==> src/source/mips_pkg.sv <==
`default_nettype none

package mips_pkg;

    // Funct field of the R-type instructions in this core.
    typedef enum logic [5:0] {
        FUNCT_SLL     = 6'h00,
        FUNCT_SRL     = 6'h02,
        FUNCT_JR      = 6'h08,
        FUNCT_JALR    = 6'h09,
        FUNCT_MOVZ    = 6'h0a,
        FUNCT_MOVN    = 6'h0b,
        FUNCT_SYSCALL = 6'h0c,
        FUNCT_MFHI    = 6'h10,
        FUNCT_MTHI    = 6'h11,
        FUNCT_MFLO    = 6'h12,
        FUNCT_MTLO    = 6'h13,
        FUNCT_MULT    = 6'h18,
        FUNCT_MULTU   = 6'h19,
        FUNCT_ADDU    = 6'h21,
        FUNCT_SUBU    = 6'h23,
        FUNCT_AND     = 6'h24,
        FUNCT_OR      = 6'h25,
        FUNCT_XOR     = 6'h26,
        FUNCT_NOR     = 6'h27,
        FUNCT_SLT     = 6'h2a,
        FUNCT_SLTU    = 6'h2b
    } funct_t;

    typedef enum logic [3:0] {
        ALU_ADD,
        ALU_SUB,
        ALU_AND,
        ALU_OR,
        ALU_XOR,
        ALU_NOR,
        ALU_SLT,
        ALU_SLTU,
        ALU_SHIFT_LEFT,
        ALU_SHIFT_LOGIC_RIGHT,
        ALU_ROTATE_RIGHT
    } alu_op_t;

    typedef enum logic [2:0] {
        REG_SRC_ALU,
        REG_SRC_RS,
        REG_SRC_HI,
        REG_SRC_LO,
        REG_SRC_LINK
    } reg_src_t;

    typedef enum logic [1:0] {PC_SRC_NEXT, PC_SRC_REGISTER, PC_SRC_EXCEPTION} pc_src_t;
    typedef enum logic [1:0] {EXC_NONE, EXC_SYSCALL, EXC_RESERVED} exc_t;
    typedef enum logic {HILO_SRC_RS, HILO_SRC_MULDIV} hilo_src_t;
    typedef enum logic [1:0] {MULDIV_NONE, MULDIV_MULT, MULDIV_MULTU} muldiv_t;
    typedef enum logic {WRITE_ALWAYS, WRITE_WHEN_FLAG} write_cond_t;
    typedef enum logic {FLAG_EQ, FLAG_NE} flag_t;

    typedef struct packed {
        alu_op_t     alu_op;
        logic        use_shamt;
        logic        write_reg;
        reg_src_t    reg_src;
        write_cond_t write_cond;
        flag_t       flag_sel;
        logic        write_hi;
        logic        write_lo;
        hilo_src_t   hilo_src;
        muldiv_t     muldiv;
        pc_src_t     pc_src;
        exc_t        exc;
    } control_t;

    // No writes, no jump, no exception.
    localparam control_t CTL_DEFAULT = '{
        alu_op:     ALU_ADD,
        use_shamt:  1'b0,
        write_reg:  1'b0,
        reg_src:    REG_SRC_ALU,
        write_cond: WRITE_ALWAYS,
        flag_sel:   FLAG_EQ,
        write_hi:   1'b0,
        write_lo:   1'b0,
        hilo_src:   HILO_SRC_RS,
        muldiv:     MULDIV_NONE,
        pc_src:     PC_SRC_NEXT,
        exc:        EXC_NONE
    };

endpackage

`default_nettype wire
==> src/source/stage_if.sv <==
`timescale 1ns/100ps
`default_nettype none

interface decode_exec_if import mips_pkg::*; ();

    logic        valid;
    control_t    ctl;
    logic [4:0]  rs;
    logic [4:0]  rt;
    logic [4:0]  rd;
    logic [4:0]  shamt;
    logic [31:0] pc;
    // Pulsed by execute when it takes an exception.
    logic        squash;

    modport decode (
        output valid, ctl, rs, rt, rd, shamt, pc,
        input  squash
    );

    modport execute (
        input  valid, ctl, rs, rt, rd, shamt, pc,
        output squash
    );

endinterface

`default_nettype wire

==> src/source/decode_stage.sv <==
`timescale 1ns/100ps
`default_nettype none

module decode_stage import mips_pkg::*; (
    input  logic        clk,
    input  logic        reset,
    input  logic        instr_valid,
    input  logic [31:0] instruction,
    input  logic [31:0] pc,
    decode_exec_if.decode dx
);

    control_t ctl;

    rtype_decoder u_decoder (
        .instruction (instruction),
        .ctl         (ctl)
    );

    // The slot after a faulting instruction is dropped here.
    always_ff @(posedge clk) begin
        if (reset) begin
            dx.valid <= 1'b0;
        end else begin
            dx.valid <= instr_valid && !dx.squash;
        end
    end

    always_ff @(posedge clk) begin
        dx.ctl   <= ctl;
        dx.rs    <= instruction[25:21];
        dx.rt    <= instruction[20:16];
        dx.rd    <= instruction[15:11];
        dx.shamt <= instruction[10:6];
        dx.pc    <= pc;
    end

endmodule

`default_nettype wire

==> src/source/rtype_decoder.sv <==
`timescale 1ns/100ps
`default_nettype none

module rtype_decoder import mips_pkg::*; (
    input  logic [31:0] instruction,
    output control_t    ctl
);

    logic [5:0] opcode;
    funct_t     funct;

    assign opcode = instruction[31:26];
    assign funct  = funct_t'(instruction[5:0]);

    always_comb begin
        ctl = CTL_DEFAULT;
        if (opcode != 6'd0) begin
            ctl.pc_src = PC_SRC_EXCEPTION;
            ctl.exc    = EXC_RESERVED;
        end else begin
            case (funct)
                FUNCT_SLL: begin
                    ctl.write_reg = 1'b1;
                    ctl.use_shamt = 1'b1;
                    ctl.alu_op    = ALU_SHIFT_LEFT;
                end

                FUNCT_SRL: begin
                    ctl.write_reg = 1'b1;
                    ctl.use_shamt = 1'b1;
                    // Bit 21 turns SRL into ROTR.
                    if (instruction[21]) begin
                        ctl.alu_op = ALU_ROTATE_RIGHT;
                    end else begin
                        ctl.alu_op = ALU_SHIFT_LOGIC_RIGHT;
                    end
                end

                FUNCT_JR: begin
                    ctl.pc_src = PC_SRC_REGISTER;
                end

                FUNCT_JALR: begin
                    ctl.pc_src    = PC_SRC_REGISTER;
                    ctl.write_reg = 1'b1;
                    ctl.reg_src   = REG_SRC_LINK;
                end

                FUNCT_MOVZ, FUNCT_MOVN: begin
                    ctl.write_reg  = 1'b1;
                    ctl.reg_src    = REG_SRC_RS;
                    ctl.write_cond = WRITE_WHEN_FLAG;
                    ctl.flag_sel   = (funct == FUNCT_MOVZ) ? FLAG_EQ : FLAG_NE;
                end

                FUNCT_SYSCALL: begin
                    ctl.pc_src = PC_SRC_EXCEPTION;
                    ctl.exc    = EXC_SYSCALL;
                end

                FUNCT_MFHI: begin
                    ctl.write_reg = 1'b1;
                    ctl.reg_src   = REG_SRC_HI;
                end

                FUNCT_MFLO: begin
                    ctl.write_reg = 1'b1;
                    ctl.reg_src   = REG_SRC_LO;
                end

                FUNCT_MTHI: begin
                    ctl.write_hi = 1'b1;
                end

                FUNCT_MTLO: begin
                    ctl.write_lo = 1'b1;
                end

                FUNCT_MULT, FUNCT_MULTU: begin
                    ctl.hilo_src = HILO_SRC_MULDIV;
                    ctl.write_hi = 1'b1;
                    ctl.write_lo = 1'b1;
                    ctl.muldiv   = (funct == FUNCT_MULT) ? MULDIV_MULT : MULDIV_MULTU;
                end

                FUNCT_ADDU, FUNCT_SUBU, FUNCT_AND, FUNCT_OR,
                FUNCT_XOR, FUNCT_NOR, FUNCT_SLT, FUNCT_SLTU: begin
                    ctl.write_reg = 1'b1;
                    case (funct)
                        FUNCT_SUBU: ctl.alu_op = ALU_SUB;
                        FUNCT_AND:  ctl.alu_op = ALU_AND;
                        FUNCT_OR:   ctl.alu_op = ALU_OR;
                        FUNCT_XOR:  ctl.alu_op = ALU_XOR;
                        FUNCT_NOR:  ctl.alu_op = ALU_NOR;
                        FUNCT_SLT:  ctl.alu_op = ALU_SLT;
                        FUNCT_SLTU: ctl.alu_op = ALU_SLTU;
                        default:    ctl.alu_op = ALU_ADD;
                    endcase
                end

                // DIV and DIVU land here as well.
                default: begin
                    ctl.pc_src = PC_SRC_EXCEPTION;
                    ctl.exc    = EXC_RESERVED;
                end
            endcase
        end
    end

endmodule

`default_nettype wire

==> src/flat_wrapper.sv <==
// flat-port wrapper written by rule: the top's interface ports become plain ports
module decode_stage_flat import mips_pkg::*;
  (clk, reset, instr_valid, instruction, pc, dx_valid, dx_ctl, dx_rs, dx_rt, dx_rd, dx_shamt, dx_pc, dx_squash);
  decode_exec_if dx_i ();
  input  logic clk;
  input  logic reset;
  input  logic instr_valid;
  input  logic [31:0] instruction;
  input  logic [31:0] pc;
  output wire logic [$bits(dx_i.valid)-1:0] dx_valid;
  output wire logic [$bits(dx_i.ctl)-1:0] dx_ctl;
  output wire logic [$bits(dx_i.rs)-1:0] dx_rs;
  output wire logic [$bits(dx_i.rt)-1:0] dx_rt;
  output wire logic [$bits(dx_i.rd)-1:0] dx_rd;
  output wire logic [$bits(dx_i.shamt)-1:0] dx_shamt;
  output wire logic [$bits(dx_i.pc)-1:0] dx_pc;
  input wire logic [$bits(dx_i.squash)-1:0] dx_squash;
  assign dx_valid = dx_i.valid;
  assign dx_ctl = dx_i.ctl;
  assign dx_rs = dx_i.rs;
  assign dx_rt = dx_i.rt;
  assign dx_rd = dx_i.rd;
  assign dx_shamt = dx_i.shamt;
  assign dx_pc = dx_i.pc;
  assign dx_i.squash = dx_squash;
  decode_stage u_core (.clk(clk), .reset(reset), .instr_valid(instr_valid), .instruction(instruction), .pc(pc), .dx(dx_i));
endmodule
==> config.mk <==
export PLATFORM = sky130hd
export DESIGN_NAME = decode_stage_flat
export DESIGN_NICKNAME = d
export VERILOG_FILES = /design/src/source/mips_pkg.sv /design/src/source/stage_if.sv /design/src/source/decode_stage.sv /design/src/source/rtype_decoder.sv /design/src/flat_wrapper.sv
export SDC_FILE = /design/constraint.sdc
export NUM_CORES = 1
export LEC_CHECK = 0
export CELL_PAD_IN_SITES_DETAIL_PLACEMENT = 1
export CELL_PAD_IN_SITES_GLOBAL_PLACEMENT = 2
export CORE_MARGIN = 8
export CORE_UTILIZATION = 37
export DETAILED_ROUTE_END_ITERATION = 10
export DONT_BUFFER_PORTS = 1
export PLACE_DENSITY_LB_ADDON = 0.12
export SYNTH_ARGS = -nofsm -noshare
export SYNTH_HDL_FRONTEND = slang
export SYNTH_HIERARCHICAL = 1
export SYNTH_SLANG_ARGS = --single-unit
==> constraint.sdc <==
create_clock -name clk -period 1.7 [get_ports clk]
set_input_delay 0 -clock clk [delete_from_list [all_inputs] [get_ports clk]]
set_output_delay 0 -clock clk [all_outputs]
set_load 0.02 [all_outputs]
======== After elaboration in Yosys (flattened, before gate mapping) ========
Index checks and enable logic that the tools add are counted.
operators by class
  magnitude comparators ................... 0
  bitwise gates (word level) .............. 2
  $add $sub $neg .......................... 0
  divide/modulo/power cells ............... 0
  shift operators ......................... 0
  equality and inequality tests ........... 20
  reductions and logical operators ........ 16
  multiply operators ...................... 0
  muxes and demuxes ....................... 14
operator list
  kind                                                  count
  equality test 6 bit (second input constant)           8
  equality test 6 x 5 -> 1 bit (second input constant)  6
  equality test 6 x 4 -> 1 bit (second input constant)  5
  case mux 3 bit (7 select lines)                       1
  OR reduction 20 bit                                   1
  OR reduction 18 bit                                   1
  OR reduction 15 bit                                   1
  case mux 3 bit (4 select lines)                       1
  case mux 4 bit (3 select lines)                       1
  OR reduction 2 bit                                    6
  case mux 2 bit (2 select lines)                       2
  OR reduction 8 bit                                    1
  equality test 6 x 2 -> 1 bit (second input constant)  1
  logical NOT 6 bit                                     1
  two-way mux 2 bit                                     3
  nonzero test 6 bit                                    1
  OR reduction 3 bit                                    2
  two-way mux 1 bit                                     5
  two-way mux 3 bit                                     1
  inverter 1 bit                                        2
  logical AND 1 bit                                     1
  logical NOT 1 bit                                     1
storage, ports and cells
  logic and storage cells ................. 70
  register bits after elaboration ......... 73
  bits in latches ......................... 0
  output and inout port bits .............. 73
  RAM bits ................................ 0
  bits of input ports ..................... 68
  memory bits (read-only) ................. 0
  memories kept ........................... 0

======== Logic depth before layout (Yosys ltp) ========
  word-level depth ........................ 4
  mapped depth ............................ 5
  depth with buffers taken out ............ 3

======== Modules after synthesis ========
The synthesis kept the hierarchy.
by module, submodules not included
  module         sequential area each (µm²)  area each (µm²)  instances  cells each
  decode_stage   1461.4                      1473.9           1          74
  rtype_decoder  0.0                         598.1            1          77

======== Least setup slack after synthesis ========
OpenSTA, ideal clock, no wires.
  path type ............................... in2reg
  from .................................... input port instruction[5]
  to ...................................... register u_core/dx.ctl[1] (netlist name)
  data arrival time ....................... 837 ps
  slack ................................... 731 ps
  stages .................................. 4
  path buffers ............................ 1
  data required time ...................... 1569 ps
  path through ............................ buf_4 -> or4_1 -> o211ai_1 -> o311ai_1
on the way
  cells in the longest elaborated chain, start to end .. 3
  elaborated cells between the ends (all ways) .. 23
  those cells by class .................... 20 x eq/ne; 1 x mux; 2 x reduce/logical
RTL lines
  what                                                  RTL line             RTL
  start, declared                                       flat_wrapper.sv:8    input logic [31:0] instruction;
  equality test 6 x 4 -> 1 bit (tied with other cells)  rtype_decoder.sv:21  case (funct)
  OR reduction 20 bit (no source line)                  --
  case mux 2 bit (2 select lines) *                     rtype_decoder.sv:21
Every way passes the cells marked *; elsewhere a longest branch is shown, timed or not.
A chain may end at the register's enable or synchronous reset.

======== Worst setup path in the final report ========
  from .................................... input port instruction[0]
  to ...................................... register u_core/dx.ctl[13] (netlist name)
on the way
  cells in the longest elaborated chain, start to end .. 3
  elaborated cells between the ends (all ways) .. 7
  those cells by class .................... 5 x eq/ne; 1 x mux; 1 x reduce/logical
RTL lines
  what                               RTL line
  equality test 6 x 4 -> 1 bit       rtype_decoder.sv:21
  OR reduction 2 bit                 --
  case mux 3 bit (4 select lines) *  rtype_decoder.sv:21
Marks and branches as above.

==> metrics.cfg <==
[cts]
cts-root-buf = clkbuf_8
clockBufferDepth = 2
clkTransAtPathRegs_ps = 80
clkSinkCount = 73
cts_tree = yes
htreeDepth = 3
cts_buffers = 9

[route]
via_per_inst = 4.93
routed_wl_mm = 7.38
first_pass_iters = 4
drt-initial-drc-count = 33
routedWlPerCell_um = 24.6
postRouteAntennaNets = 0
dr_total_vias = 1480
drc = 0

[logic_synthesis]
ys.flop_type = dfxtp_1
synth_seq_cells = 73
netlist_instances = 151
synth-async-reset-ratio_pct = 0
ys_warn_count = 6
synth_edf_count = 0
synth-seq-area-share_pct = 70.5
syn_nets = 219
avgSynthCellArea_um2 = 13.7
synth_cell_types = 41
synth_area_um2 = 2070

[global_route]
antenna_found_initial = 0
grt_pass1_vias = 1598
grt_pass1_wl_mm = 10.8
grt_start_max_net_pins = 17
grt_overflow_total = 0
grt_util_all_layers_pct = 17.6

[power]
total_power_mw = 3.39
p_leak_nw = 1.19
worst_ir_drop_vdd_v = 0.000522
p_per_area_nw_per_um2 = 1130

[placement]
gp_congestion = 0.774
placed_area_um2 = 2090
hpwl_mm = 4.52
place_ws_ps = 581
place_inst = 213
port_buffers = 0

[timing]
slew_headroom_pct = 50.4
setup_slack_ps = 92.0
setup_viol = 0
hold_violations = 6
whs_ps = -31.1
finalMaxSlewViolations = 0
period_share_pct = 94.6
fin_setup_tns_ps = 0
worst_slew_pin_slew_ps = 741
period_minus_slack_ps = 1610
max_clock_freq_ghz = 0.622

[cells_and_area]
fin_nets = 291
fin_cells = 300
diodes = 0
drive_above_1_share_pct = 15.4
area_delta_synth_final_pct = 44.9
final_area_um2 = 3000

[flow_run]
cap_violations = 0

[setup_path]
critPathKind = in2reg
cp-start-kind = input port
worstSetupEndpointType = flip-flop
cp.arrival_ps = 1900
crit_end = u_core/dx.ctl[13]
cp-startpoint = instruction[0]
cp_max_fo = 14
cp.required_ps = 1990

[floorplan]
std_cell_rows = 27
dieArea_um2 = 8250
ios = 141
coreArea_um2 = 5470
die_y_um = 90.8
start_util_pct = 37.9
die_w_um = 90.8

[run_status]
status = complete, but fails checks
violations = negative hold slack

[worst_hold_path]
hold_class = in2reg
worstHoldStart = instruction[27]

metrics by stage:
| stage | util [%] | hold WS [ps] |
|---|---|---|
| floorplan | - | 27.7 |
| global placement | 38.2 | 27.8 |
| detailed placement | 38.2 | 27.8 |
| CTS | 54.3 | 12.9 |
| global route | 54.8 | -21.6 |
| finish | 54.8 | -31.1 |
final cells by class:
| cell class | count | area [um2] |
|---|---|---|
| clock buffer | 9 | 124 |
| clock inverter | 7 | 63.8 |
| fill | 544 | 2470 |
| inverter | 2 | 7.51 |
| multi-input combinational | 66 | 539 |
| sequential | 73 | 1460 |
| tap | 72 | 90.1 |
| timing repair buffer | 71 | 716 |
routing by layer:
metal	share of wire (%)	vias to the layer above	wire [um]	global-route usage (%)
met5	0	-	0	0
met4	1.0	0	76	8.19
met3	8.4	5	622	6.65
met2	53	84	3950	31.7
met1	37	714	2730	17.5
li1	-	677	-	-
cell usage after synthesis, types with 2 or more instances:
library cell,count,area [um2]
nor2_1,5,18.8
a2111oi_2,2,30.0
nor3_1,4,20.0
a21oi_1,4,20.0
nand4_1,2,12.5
nor2b_1,4,25.0
nor4_2,5,62.6
buf_2,6,30.0
and3_1,3,18.8
mux2_2,2,22.5
nand3_1,3,15.0
o211ai_1,3,22.5
nand2_1,3,11.3
inv_1,2,7.51
nor3b_2,2,25.0
dfxtp_1,73,1460
buf_6,3,33.8
nand4b_1,2,17.5
what timing repair did:
action                                  4_1_cts  5_1_grt
endpoints found under the hold margin        73        7
buffers inserted                              0        0
resized for setup                             0        4
hold buffers                                 69        2
endpoints found under the setup margin        0        3
cell usage in the layout, fill, tap and decap left out, types with 3 or more instances in the layout:
master,n
nand3_1,3
nor2_1,5
nor2b_1,4
a21oi_1,4
dfxtp_1,73
dlygate4sd3_1,69
clkbuf_8,9
nor3_1,4
o211ai_1,3
nor4_2,5
and3_1,3
nand2_1,3
where the power goes:
| group | leakage, nW | total, mW | switching, mW | internal (mW) |
|---|---|---|---|---|
| Combinational | 0.491 | 0.226 | 0.0935 | 0.132 |
| Sequential | 0.608 | 1.90 | 0.120 | 1.78 |
| Clock | 0.0899 | 1.27 | 0.707 | 0.559 |
| Total | 1.19 | 3.39 | 0.920 | 2.47 |
worst max-delay path: stages:
cell and delay, ps:
dlygate4sd3_1 910, nand3_1 190, nor3_1 210, dlygate4sd3_1 580
sequential cells by signal, summed over array words and instances (netlist names):
signal           flops
u_core/dx.pc        32
u_core/dx.ctl       20
u_core/dx.rd         5
u_core/dx.rs         5
u_core/dx.rt         5
u_core/dx.shamt      5
u_core/dx.valid      1
how the worst min path moves through the flow:
stage	cells after the start	end
floorplan	0	u_core/dx.pc[0]
global placement	0	u_core/dx.pc[30]
detailed placement	0	u_core/dx.rd[4]
CTS	2	u_core/dx.ctl[18]
global route	3	u_core/dx.ctl[14]
finish	3	u_core/dx.ctl[14]
logic make-up (layout without fill, tap and decap cells):
| logic type | Yosys count | in the layout | share of synthesized area (%) |
|---|---|---|---|
| compound gates | 18 | 18 | 7.37 |
| mux | 2 | 2 | 1.09 |
| flops | 73 | 73 | 70.5 |
| simple gates | 46 | 46 | 17.2 |
| buf+inv | 12 | 89 | 3.80 |
Power figures use the tool's default switching activity.
